`src/include/sat_bkt_macros.svh`:
```
// ~~~~~~~~~~~~~~~~~~~~~~~~~~~~~~
// Sizing of the backtrack stage.
// The bin depth must be a power of two.
// The sweep always covers the full depth of a bin.
// ~~~~~~~~~~~~~~~~~~~~~~~~~~~~~~
`ifndef SAT_BKT_MACROS_SVH
`define SAT_BKT_MACROS_SVH

// Number of variable banks.
`define BKT_NUM_BINS 4

// Variables held in each bank.
`define BKT_BIN_DEPTH 16

// Address width inside one bank.
`define BKT_ADDR_W ((`BKT_BIN_DEPTH > 1) ? $clog2(`BKT_BIN_DEPTH) : 1)

// Width of a bank index.
`define BKT_BIN_W ((`BKT_NUM_BINS > 1) ? $clog2(`BKT_NUM_BINS) : 1)

// Decision level width.
`define BKT_LVL_W 16

`endif

```
`src/rtl/sat_bkt_pkg.sv`:
```
// ~~~~~~~~~~~~~~~~~~~~~~~~~~~~~~
// Shared types of the backtrack stage.
// An all-zero var state means unassigned.
// ~~~~~~~~~~~~~~~~~~~~~~~~~~~~~~
`default_nettype none

`include "sat_bkt_macros.svh"

package sat_bkt_pkg;

    typedef logic [`BKT_LVL_W-1:0]  lvl_t;
    typedef logic [`BKT_ADDR_W-1:0] addr_t;
    typedef logic [`BKT_BIN_W-1:0]  bin_t;

    // 19 bits with the default level width.
    typedef struct packed {
        logic [1:0] asgn;     // Assignment bits.
        logic       implied;  // Set by propagation.
        lvl_t       lvl;      // Decision level.
    } var_state_t;

    typedef struct packed {
        logic start;
        lvl_t lvl;            // Target level.
    } bkt_cmd_t;

    typedef struct packed {
        logic       we;
        logic       re;
        bin_t       bin;
        addr_t      addr;
        var_state_t wdata;
    } host_acc_t;

    // One bank's memory access.
    typedef struct packed {
        logic       we;
        addr_t      waddr;
        var_state_t wdata;
        logic       re;
        addr_t      raddr;
    } bank_port_t;

endpackage

`default_nettype wire

```
`src/rtl/bkt_dispatch.sv`:
```
// ~~~~~~~~~~~~~~~~~~~~~~~~~~~~~~
// Accepts one backtrack command at a time.
// A start while busy is dropped.
// ~~~~~~~~~~~~~~~~~~~~~~~~~~~~~~
`timescale 1ns/10ps
`default_nettype none

`include "sat_bkt_macros.svh"

module bkt_dispatch (
    input  wire logic                  clk,
    input  wire logic                  rst,
    input  wire sat_bkt_pkg::bkt_cmd_t cmd_i,
    input  wire logic                  all_done_i,
    output logic                       bin_start_o,
    output sat_bkt_pkg::lvl_t          lvl_o,
    output logic                       busy_o
);
    import sat_bkt_pkg::*;

    typedef enum logic {ST_IDLE, ST_BUSY} state_e;

    state_e state_q;
    logic   start_q;
    lvl_t   lvl_q;
    logic   accept;

    assign accept = (state_q == ST_IDLE) && cmd_i.start;

    always_ff @(posedge clk)
    begin
        if (rst)
        begin
            state_q <= ST_IDLE;
            start_q <= 1'b0;
        end
        else
        begin
            start_q <= accept;                  // Single-cycle pulse.
            if (accept)
                state_q <= ST_BUSY;
            else if (state_q == ST_BUSY && all_done_i)
                state_q <= ST_IDLE;
        end
    end

    always_ff @(posedge clk)
    begin
        if (accept)
            lvl_q <= cmd_i.lvl;                 // Held for the whole sweep.
    end

    assign bin_start_o = start_q;
    assign lvl_o       = lvl_q;
    assign busy_o      = (state_q == ST_BUSY);

    a_no_start_busy: assert property (@(posedge clk) disable iff (rst)
        cmd_i.start |-> !busy_o)
        else $warning("Backtrack start dropped while busy.");

    a_done_in_busy: assert property (@(posedge clk) disable iff (rst)
        all_done_i |-> busy_o && !bin_start_o);

endmodule

`default_nettype wire

```
`src/rtl/bkt_across_bin.sv`:
```
// ~~~~~~~~~~~~~~~~~~~~~~~~~~~~~~
// Sweep engine for one bin.
// Reads every address once, writes back changed states only.
// The target level must stay stable while the engine runs.
// ~~~~~~~~~~~~~~~~~~~~~~~~~~~~~~
`timescale 1ns/10ps
`default_nettype none

`include "sat_bkt_macros.svh"

module bkt_across_bin (
    input  wire logic                    clk,
    input  wire logic                    rst,
    input  wire logic                    start_i,
    input  wire sat_bkt_pkg::lvl_t       lvl_i,
    input  wire sat_bkt_pkg::var_state_t rdata_i,
    output sat_bkt_pkg::bank_port_t      port_o,
    output logic                         apply_o,
    output logic                         done_o
);
    import sat_bkt_pkg::*;

    // Covers read latency plus the registered write.
    localparam int unsigned DRAIN_LEN = 3;

    typedef enum logic [1:0] {ST_IDLE, ST_SWEEP, ST_DRAIN, ST_DONE} state_e;

    state_e     state_q;
    addr_t      cnt_q;
    logic [1:0] drain_q;

    logic       rd_vld_q;
    addr_t      rd_addr_q;
    logic       wr_we_q;
    addr_t      wr_addr_q;
    var_state_t wr_data_q;

    var_state_t nxt;
    logic       chg;

    // ~~~~~~~~~~~~~~~~~~~~~~~~~~~~~~
    // Control
    // ~~~~~~~~~~~~~~~~~~~~~~~~~~~~~~
    always_ff @(posedge clk)
    begin
        if (rst)
        begin
            state_q <= ST_IDLE;
            cnt_q   <= '0;
            drain_q <= '0;
        end
        else
        begin
            case (state_q)
                ST_IDLE:
                begin
                    if (start_i)
                    begin
                        state_q <= ST_SWEEP;
                        cnt_q   <= '0;
                    end
                end
                ST_SWEEP:
                begin
                    if (cnt_q == addr_t'(`BKT_BIN_DEPTH - 1))
                    begin
                        state_q <= ST_DRAIN;
                        drain_q <= '0;
                    end
                    else
                        cnt_q <= cnt_q + 1'b1;
                end
                ST_DRAIN:
                begin
                    if (drain_q == 2'(DRAIN_LEN - 1))
                        state_q <= ST_DONE;
                    else
                        drain_q <= drain_q + 1'b1;
                end
                default:
                    state_q <= ST_IDLE;         // ST_DONE lasts one cycle.
            endcase
        end
    end

    // ~~~~~~~~~~~~~~~~~~~~~~~~~~~~~~
    // Read and write pipeline
    // ~~~~~~~~~~~~~~~~~~~~~~~~~~~~~~
    always_ff @(posedge clk)
    begin
        if (rst)
        begin
            rd_vld_q <= 1'b0;
            wr_we_q  <= 1'b0;
        end
        else
        begin
            rd_vld_q <= (state_q == ST_SWEEP);
            wr_we_q  <= rd_vld_q && chg;
        end
    end

    always_ff @(posedge clk)
    begin
        rd_addr_q <= cnt_q;                     // Tracks the returning data.
        wr_addr_q <= rd_addr_q;
        wr_data_q <= nxt;
    end

    // Backtrack rule for one returned state.
    always_comb
    begin
        nxt = rdata_i;
        chg = 1'b0;
        if (rdata_i.lvl == lvl_i && !rdata_i.implied)
        begin
            nxt.asgn    = ~rdata_i.asgn;        // Try the other polarity.
            nxt.implied = 1'b1;
            chg         = 1'b1;
        end
        else if (rdata_i.asgn != 2'b00 && rdata_i.lvl >= lvl_i)
        begin
            nxt = '0;
            chg = 1'b1;
        end
    end

    always_comb
    begin
        port_o.we    = wr_we_q;
        port_o.waddr = wr_addr_q;
        port_o.wdata = wr_data_q;
        port_o.re    = (state_q == ST_SWEEP);
        port_o.raddr = cnt_q;
    end

    assign apply_o = (state_q == ST_SWEEP) || (state_q == ST_DRAIN);
    assign done_o  = (state_q == ST_DONE);

    a_we_in_apply: assert property (@(posedge clk) disable iff (rst)
        port_o.we |-> apply_o);

    a_done_after_sweep: assert property (@(posedge clk) disable iff (rst)
        start_i && state_q == ST_IDLE |->
            !done_o [*(`BKT_BIN_DEPTH + DRAIN_LEN + 1)] ##1 done_o);

endmodule

`default_nettype wire

```
`src/rtl/var_state_bank.sv`:
```
// ~~~~~~~~~~~~~~~~~~~~~~~~~~~~~~
// Variable-state memory of one bin.
// Read data comes one cycle after the read strobe.
// The engine owns the memory while apply is high.
// ~~~~~~~~~~~~~~~~~~~~~~~~~~~~~~
`timescale 1ns/10ps
`default_nettype none

`include "sat_bkt_macros.svh"

module var_state_bank (
    input  wire logic                    clk,
    input  wire logic                    rst,
    input  wire sat_bkt_pkg::host_acc_t  host_i,
    input  wire logic                    sel_i,
    input  wire sat_bkt_pkg::bank_port_t eng_i,
    input  wire logic                    apply_i,
    output sat_bkt_pkg::var_state_t      rdata_o,
    output logic                         rvalid_o
);
    import sat_bkt_pkg::*;

    var_state_t mem [`BKT_BIN_DEPTH];
    var_state_t rdata_q;
    logic       rvalid_q;
    logic       host_act;
    bank_port_t host_port;
    bank_port_t port;

    assign host_act = sel_i && !apply_i;

    always_comb
    begin
        host_port.we    = host_i.we && host_act;
        host_port.waddr = host_i.addr;
        host_port.wdata = host_i.wdata;
        host_port.re    = host_i.re && host_act;
        host_port.raddr = host_i.addr;
    end

    assign port = apply_i ? eng_i : host_port;   // Engine has priority.

    always_ff @(posedge clk)
    begin
        if (port.we)
            mem[port.waddr] <= port.wdata;
        if (port.re)
            rdata_q <= mem[port.raddr];
    end

    always_ff @(posedge clk)
    begin
        if (rst)
            rvalid_q <= 1'b0;
        else
            rvalid_q <= host_port.re;           // Host reads only.
    end

    assign rdata_o  = rdata_q;
    assign rvalid_o = rvalid_q;

    a_no_host_wr: assert property (@(posedge clk) disable iff (rst)
        !(host_i.we && sel_i && apply_i));

endmodule

`default_nettype wire

```
`src/rtl/bkt_done_merge.sv`:
```
// ~~~~~~~~~~~~~~~~~~~~~~~~~~~~~~
// Joins the done pulses of all bins.
// Each bin may report only once per backtrack.
// ~~~~~~~~~~~~~~~~~~~~~~~~~~~~~~
`timescale 1ns/10ps
`default_nettype none

`include "sat_bkt_macros.svh"

module bkt_done_merge (
    input  wire logic                     clk,
    input  wire logic                     rst,
    input  wire logic [`BKT_NUM_BINS-1:0] bin_done_i,
    output logic                          all_done_o
);

    logic [`BKT_NUM_BINS-1:0] sticky_q;
    logic [`BKT_NUM_BINS-1:0] sticky_nxt;
    logic                     all_q;
    logic                     fire;

    assign sticky_nxt = sticky_q | bin_done_i;
    assign fire       = &sticky_nxt;

    always_ff @(posedge clk)
    begin
        if (rst)
        begin
            sticky_q <= '0;
            all_q    <= 1'b0;
        end
        else
        begin
            all_q <= fire;
            if (fire)
                sticky_q <= '0;                 // Ready for the next command.
            else
                sticky_q <= sticky_nxt;
        end
    end

    assign all_done_o = all_q;

    a_single_done: assert property (@(posedge clk) disable iff (rst)
        (bin_done_i & sticky_q) == '0);

endmodule

`default_nettype wire

```
`src/rtl/bkt_top.sv`:
```
// ~~~~~~~~~~~~~~~~~~~~~~~~~~~~~~
// Backtrack stage with one engine per bin.
// Host accesses are ignored while busy_o is high.
// Commands during busy are dropped.
// ~~~~~~~~~~~~~~~~~~~~~~~~~~~~~~
`timescale 1ns/10ps
`default_nettype none

`include "sat_bkt_macros.svh"

module bkt_top (
    input  wire logic                   clk,
    input  wire logic                   rst,
    input  wire sat_bkt_pkg::bkt_cmd_t  cmd_i,
    input  wire sat_bkt_pkg::host_acc_t host_i,
    output logic                        busy_o,
    output logic                        done_o,
    output sat_bkt_pkg::var_state_t     rdata_o,
    output logic                        rvalid_o
);
    import sat_bkt_pkg::*;

    logic                     bin_start;
    logic                     all_done;
    lvl_t                     lvl;
    logic [`BKT_NUM_BINS-1:0] bin_done;
    logic [`BKT_NUM_BINS-1:0] apply;
    logic [`BKT_NUM_BINS-1:0] sel;
    logic [`BKT_NUM_BINS-1:0] bank_rvalid;
    bank_port_t               eng_port [`BKT_NUM_BINS];
    var_state_t               bank_rdata [`BKT_NUM_BINS];
    bin_t                     rd_bin_q;

    // ~~~~~~~~~~~~~~~~~~~~~~~~~~~~~~
    // Command dispatch
    // ~~~~~~~~~~~~~~~~~~~~~~~~~~~~~~
    bkt_dispatch bkt_dispatch_i (
        .clk         (clk),
        .rst         (rst),
        .cmd_i       (cmd_i),
        .all_done_i  (all_done),
        .bin_start_o (bin_start),
        .lvl_o       (lvl),
        .busy_o      (busy_o)
    );

    // ~~~~~~~~~~~~~~~~~~~~~~~~~~~~~~
    // Banks and engines
    // ~~~~~~~~~~~~~~~~~~~~~~~~~~~~~~
    for (genvar i = 0; i < `BKT_NUM_BINS; i++)
    begin : g_bin
        assign sel[i] = (host_i.bin == bin_t'(i)) && !busy_o;

        var_state_bank var_state_bank_i (
            .clk      (clk),
            .rst      (rst),
            .host_i   (host_i),
            .sel_i    (sel[i]),
            .eng_i    (eng_port[i]),
            .apply_i  (apply[i]),
            .rdata_o  (bank_rdata[i]),
            .rvalid_o (bank_rvalid[i])
        );

        bkt_across_bin bkt_across_bin_i (
            .clk     (clk),
            .rst     (rst),
            .start_i (bin_start),
            .lvl_i   (lvl),
            .rdata_i (bank_rdata[i]),
            .port_o  (eng_port[i]),
            .apply_o (apply[i]),
            .done_o  (bin_done[i])
        );
    end

    bkt_done_merge bkt_done_merge_i (
        .clk        (clk),
        .rst        (rst),
        .bin_done_i (bin_done),
        .all_done_o (all_done)
    );

    // Bank index of the pending host read.
    always_ff @(posedge clk)
    begin
        if (host_i.re && !busy_o)
            rd_bin_q <= host_i.bin;
    end

    assign rdata_o  = bank_rdata[rd_bin_q];
    assign rvalid_o = |bank_rvalid;
    assign done_o   = all_done;

endmodule

`default_nettype wire

```
`config.mk`:
```
export PLATFORM = sky130hd
export DESIGN_NAME = bkt_top
export DESIGN_NICKNAME = d
export VERILOG_FILES = /design/src/rtl/sat_bkt_pkg.sv /design/src/rtl/bkt_dispatch.sv /design/src/rtl/bkt_across_bin.sv /design/src/rtl/var_state_bank.sv /design/src/rtl/bkt_done_merge.sv /design/src/rtl/bkt_top.sv
export VERILOG_INCLUDE_DIRS = /design/src /design/src/include
export SDC_FILE = /design/constraint.sdc
export NUM_CORES = 2
export LEC_CHECK = 0
export BUFFER_PORTS_ARGS = -buffer_cell sky130_fd_sc_hd__buf_2
export CORE_UTILIZATION = 63
export CTS_CLUSTER_DIAMETER = 80
export CTS_CLUSTER_SIZE = 40
export DETAILED_ROUTE_END_ITERATION = 16
export PLACE_DENSITY = 0.82
export SETUP_SLACK_MARGIN = 0.1
export SLEW_MARGIN = 20
export SYNTH_ARGS = -nofsm -noshare
export SYNTH_HDL_FRONTEND = slang
export SYNTH_SLANG_ARGS = --single-unit
```
`constraint.sdc`:
```
create_clock -name clk -period 5.2 [get_ports clk]
set_input_delay 0.78 -clock clk [delete_from_list [all_inputs] [get_ports clk]]
set_output_delay 0.78 -clock clk [all_outputs]
set_load 0.02 [all_outputs]
```
-- After elaboration in Yosys (flattened, before gate mapping)
Memories as Yosys holds them, arrays and structs flattened. A register that Yosys moved wholly into a read port is not among the register bits.
Cells that the tools add are included.
- bits in registers: 177
- latch bits: 0
- RAM bits: 1216
- bits in read-only memories: 0
- output and inout bits: 22
- memories kept: 4
- add/subtract/negate cells: 8
- multiply operators: 0
- div/mod/pow operators: 0
- $lt $le $gt $ge: 5
- equality and inequality tests: 47
- shift-type cells: 0
- mux-type cells: 71
- bitwise logic cells: 7
- reduce and logical (&&, ||, !) cells: 77
- memory list (memory ; depth ; bits a word ; read ports ; clocked after Yosys merged registers in ; wr ports ; line ; RTL):
    g_bin[0].var_state_bank_i.mem ; 16 ; 19 ; 1 ; 1 ; 1 ; var_state_bank.sv:23 ; var_state_t mem [`BKT_BIN_DEPTH];
    g_bin[1].var_state_bank_i.mem ; 16 ; 19 ; 1 ; 1 ; 1 ; var_state_bank.sv:23 ;
    g_bin[2].var_state_bank_i.mem ; 16 ; 19 ; 1 ; 1 ; 1 ; var_state_bank.sv:23 ;
    g_bin[3].var_state_bank_i.mem ; 16 ; 19 ; 1 ; 1 ; 1 ; var_state_bank.sv:23 ;
- operators with widths (operator ; number):
    29-bit two-way mux ; 4
    19-bit two-way mux ; 6
    16-bit equality test ; 4
    16-bit greater-or-equal comparator ; 4
    16-bit two-way mux ; 4
    19-bit binary-select mux with 2-bit select ; 1
    3-bit AND reduction ; 12
    2-bit two-way mux ; 17
    4-bit case mux with 2 select lines ; 4
    1-bit logical AND ; 31
    2-bit equality test, second input constant ; 14
    2-bit nonzero test ; 13
    2-bit != test, second input constant ; 12
    2-bit case mux with 3 select lines ; 4
    4-bit two-way mux ; 5
    1-bit two-way mux ; 18
    4-bit by 1-bit adder with 4-bit output, second input constant ; 4
    4-bit equality test, second input constant ; 4
    2-bit by 1-bit != test with 1-bit output, second input constant ; 8
    2-bit case mux with 2 select lines ; 4
    3-bit two-way mux ; 4
    2-bit by 1-bit equality test with 1-bit output, second input constant ; 5
    2-bit logical NOT ; 5
    1-bit logical NOT ; 9
    10 further kinds ; 19

-- Logic depth before layout (Yosys ltp)
- depth after elaboration: 8
- depth in mapped cells: 12

-- Cells and area by module
From an unflattened synthesis, not the netlist that was laid out.
- cell total of the unflattened synthesis: 3474
- area total of the unflattened synthesis: 58775.1 um^2
- modules (own cells, without submodules) (module ; instances ; cells each ; area each (um^2)):
    var_state_bank ; 4 ; 682 ; 12630.9
    bkt_across_bin (g_bin[0].bkt_across_bin_i ...) ; 3 ; 169 ; 1722.9
    bkt_across_bin (g_bin[1].bkt_across_bin_i) ; 1 ; 170 ; 1759.2
    bkt_top ; 1 ; 31 ; 605.6
    bkt_dispatch ; 1 ; 22 ; 544.3
    bkt_done_merge ; 1 ; 16 ; 173.9

-- Least setup slack after synthesis
OpenSTA, ideal clock, no wires.
- path kind: register to register
- from: register g_bin[1].bkt_across_bin_i.state_q[0]
- to: register, netlist name g_bin[1].var_state_bank_i.rdata_o[0]
- arrival: 3456 ps
- data required time: 4750 ps
- slack: 1294 ps
- stages on the path, launching flop included: 7
- clock period less this slack: 3906 ps
- path through: dfxtp_1 inv_1 ha_1 buf_4 buf_2 buf_1 o41ai_1
- RTL lines (item ; line ; RTL):
    start, declared ; bkt_across_bin.sv:28 ; state_e state_q;
    start signal, assigned ; bkt_across_bin.sv:48 ; state_q <= ST_IDLE;
    start signal, assigned ; bkt_across_bin.sv:59 ; state_q <= ST_SWEEP;
    start signal, assigned ; bkt_across_bin.sv:67 ; state_q <= ST_DRAIN;

-- Worst setup path after layout
- from: register g_bin[3].bkt_across_bin_i.state_q[0]
- to: register, netlist name g_bin[3].var_state_bank_i.rdata_o[15]
- word-level cells in the longest chain between the ends: 6
- elaborated cells between the ends (all ways): 7
- classes of those cells: eq/ne: 2; mux: 1; reduce/logical: 4
- RTL lines (item ; line ; RTL):
    start, declared ; bkt_across_bin.sv:28 ;
    start signal, assigned ; bkt_across_bin.sv:48 ;
    start signal, assigned ; bkt_across_bin.sv:59 ;
    start signal, assigned ; bkt_across_bin.sv:67 ;
    2-bit by 1-bit equality test with 1-bit output or 2-bit equality test (tied branches) ; bkt_across_bin.sv:133, bkt_across_bin.sv:137 ;
    1-bit logical OR ; bkt_across_bin.sv:137 ; assign apply_o = (state_q == ST_SWEEP) || (state_q == ST_DRAIN);
    1-bit logical NOT ; var_state_bank.sv:30 ; assign host_act = sel_i && !apply_i;
    1-bit logical AND ; var_state_bank.sv:30 ;
    1-bit logical AND ; var_state_bank.sv:37 ; host_port.re = host_i.re && host_act;
    29-bit two-way mux * ; var_state_bank.sv:41 ; assign port = apply_i ? eng_i : host_port;
Every way passes the cells marked *; elsewhere a longest branch is shown, timed or not.
A chain may end at the register's enable or synchronous reset.

==> impl_metrics.tcl <==
set metrics [dict create \
    maxSlewViolCount 0 \
    status "finished, final reports clean" \
    reg2reg_from "g_bin[3].bkt_across_bin_i.state_q[0]" \
    avgSynthCellArea_sq_um 12.5 \
    start_util 0.637 \
    detail-route-antenna-nets 0 \
    viasPerCell 6.56 \
    crit_family "compound AO/OA/AOI/OAI gates" \
    dp_hpwl_um 94700 \
    synth_top_area_frac 0.660 \
    cts_tree "done" \
    start_kind "flip-flop" \
    ios 68 \
    yosysWarningCount 0 \
    startpoint "g_bin[3].bkt_across_bin_i.state_q[0]" \
    io_buffers 67 \
    cap_violations 0 \
    async_reset_ff_frac 0 \
    slowest_stage "ha_2" \
    core_area_sq_mm 0.0935 \
    cts_max_path_buffers 3 \
    ff2ff_setup_slack_ps 1420 \
    die-width_um 309 \
    first_iter_violations 6092 \
    finClkSkew_ps 65.0 \
    cts_sinks 1469 \
    endpoint_kind "flip-flop" \
    num_vias 39600 \
    yosysSeqAreaShare 0.714 \
    clkSlewWorstSetupHoldPaths_ps 140 \
    synthMostInstantiatedCell "nand2_1" \
    rsz0062_at_grt "no" \
    die_y_um 309 \
    p_leak_nw 21.7 \
    max_slew.worst_pin.slew_ps 1190 \
    routedWlPerCell_um 26.3 \
    synth_cell_types 55 \
    slew_headroom 0.203 \
    cp.required_ps 5780 \
    clkLatencyLatePin_ps 720 \
    overflow 0 \
    period_minus_slack_ps 3790 \
    placed_cells 5938 \
    cts_root_buffer "clkbuf_16" \
    synth_top_cells_by_count "1312 x nand2_1, 1310 x edfxtp_1, 674 x nand3_1" \
    grt_pass1_wl_um 230000 \
    postCtsHoldBufs 0 \
    crit_type "flip-flop to flip-flop" \
    grt_usage 0.328 \
    ctsResizeCount 0 \
    fillerInstances 6224 \
    syn_inst 4753 \
    worst-path-max-fanout 45 \
    yosys.area.top_type "edfxtp_1" \
    clock.fmax_mhz 264 \
    area_growth_pct 6.46 \
    final_core_util 0.678 \
    path_cells "inv_1 -> ha_2 -> o21a_2 -> buf_4 -> nand2_1 -> and3_1 -> a311oi_1 -> or3_1" \
    dieArea_sq_mm 0.0958 \
    critPathBufInv 2 \
    timing.rr.end "g_bin[3].var_state_bank_i.rdata_o[15]" \
    cts_buffers 50 \
    wl_um 159000 \
    drc 0 \
    ir_drop_mv 0.311 \
    antenna_found_initial 22 \
    period_share 0.728 \
    cts.htree.levels 2 \
    tns_ps 0 \
    post_cts_buffers 0 \
    worst_r2r_path_depth 8 \
    powerDensity_mw_per_mm2 462 \
    synth_area_sq_mm 0.0596 \
    critPathArrivalTime_ps 4370 \
    grt_max_degree 115 \
    finalHoldViolCount 0 \
    rows 112 \
    synth-edff-count 1310 \
    min_path_type "input pin to flip-flop" \
    place.gp.congestion 0.959 \
    drive_above_1_share 0.101 \
    synth_nets 4887 \
    nets 4872 \
    ys_ff_latch 1469 \
    grt_pass1_vias 36700 \
    setup_viol 0 \
    fin_cells 6040 \
    synth_top_cells_by_area "edfxtp_1 66%, nand2_1 8.3%, nand3_1 5.7%, dfxtp_1 5.3%, ha_1 1.8%" \
    first_pass_iters 6 \
    worstSetupPathDepth 8 \
    synthFlopType "edfxtp_1" \
    slowest_delay_ps 990 \
    endpoint "g_bin[3].var_state_bank_i.rdata_o[15]" \
]
## sequential cells by signal, summed over array words and instances, names as in the netlist
register                          flops
g_bin.bkt_across_bin_i.drain_q        8
g_bin.bkt_across_bin_i.port_o        76
bkt_done_merge_i.sticky_q             4
g_bin.bkt_across_bin_i.wr_addr_q     16
g_bin.bkt_across_bin_i.rd_addr_q     16
rd_bin_q                              2
g_bin.bkt_across_bin_i.rd_vld_q       4
bkt_dispatch_i.bin_start_o            1
bkt_dispatch_i.busy_o                 1
bkt_dispatch_i.lvl_o                 16
g_bin.bkt_across_bin_i.cnt_q         16
g_bin.var_state_bank_i.rdata_o       76
bkt_done_merge_i.all_done_o           1
g_bin.var_state_bank_i.mem         1216
g_bin.bkt_across_bin_i.state_q        8
g_bin.var_state_bank_i.rvalid_o       4
g_bin.bkt_across_bin_i.wr_we_q        4
## power by group
group / total [mW] / internal (mW) / switching (mW)
logic: 8.51 / 2.50 / 6.01
clock network: 5.71 / 2.08 / 3.63
registers: 15.1 / 14.6 / 0.499
total: 29.3 / 19.1 / 10.1
## layout make-up
class	count	area, sq um	share of cell area
multi-input combinational	2978	16000	0.253
clock buffer	65	1350	0.0213
clock inverter	28	403	0.00635
inverter	53	199	0.00314
sequential	1469	42500	0.671
timing repair buffer	186	1310	0.0207
antenna	7	17.5	0.000276
tap	1254	1570	0.0247
## metal layers
layer | vias up | part of all wire | wire length, um | track usage
met1 | 19100 | 0.35 | 56100 | 0.448
met3 | 490 | 0.15 | 24000 | 0.0949
met2 | 2914 | 0.45 | 70800 | 0.495
li1 | 17100 | - | - | -
met5 | - | 0.00075 | 119 | 0
met4 | 18 | 0.049 | 7780 | 0.142
## worst min-delay path by stage
stage,from,end,slack [ps],cells past startpoint
5_1_grt,cmd_i[10],bkt_dispatch_i.lvl_o[10],250,1
3_3_place_gp,g_bin[2].bkt_across_bin_i.rd_addr_q[2],g_bin[2].bkt_across_bin_i.wr_addr_q[2],310,0
2_1_floorplan,g_bin[0].bkt_across_bin_i.rd_addr_q[0],g_bin[0].bkt_across_bin_i.wr_addr_q[0],310,0
6_report,cmd_i[10],bkt_dispatch_i.lvl_o[10],260,1
4_1_cts,cmd_i[10],bkt_dispatch_i.lvl_o[10],240,1
3_5_place_dp,g_bin[1].bkt_across_bin_i.rd_addr_q[1],g_bin[1].bkt_across_bin_i.wr_addr_q[1],310,0
## metrics by stage
| step | power, mW | area [sq um] | worst slack (ps) | hold slack (ps) |
|---|---|---|---|---|
| 2_1_floorplan | 20.7 | 59600 | 1290 | 310 |
| 3_3_place_gp | 23.2 | 61600 | 1710 | 310 |
| 3_5_place_dp | 23.5 | 61600 | 1550 | 312 |
| 4_1_cts | 29.0 | 63400 | 1510 | 245 |
| 5_1_grt | 30.3 | 63400 | 1250 | 255 |
| 6_report | 29.3 | 63400 | 1420 | 255 |
## cells in the final DEF (no fill, tap or decap), drive strengths merged, types with 6 or more instances in the layout
cell / instances
mux4: 19
edfxtp: 1310
nand4: 18
nor2: 136
inv: 74
mux2i: 26
nand2b: 22
or3: 32
diode: 7
nand3: 674
a311oi: 54
nand2: 1313
clkbuf: 66
ha: 88
nor3: 13
o21ai: 39
clkinv: 6
buf: 185
dfxtp: 159
a21oi: 182
nor2b: 15
and3: 55
nor3b: 6
a31oi: 15
o31ai: 7
mux2: 92
a21boi: 15
and2: 48
o22ai: 65
## worst register-to-register path: stages, from the launching register on
cell and delay (ps):
dfxtp_1 420, inv_1 90, ha_2 990, o21a_2 840, buf_4 540, nand2_1 110
and3_1 180, a311oi_1 330, or3_1 160
## cell families (layout without fill, tap and decap cells)
family	after synthesis	count (layout)	synth area share
compound gates	408	408	0.0431
fa+ha+maj	88	88	0.0185
buf+inv	306	332	0.0237
flops	1469	1469	0.714
mux	137	137	0.0291
other cells	0	7	0
simple gates	2345	2345	0.172
(Power assumes the default switching activity.)
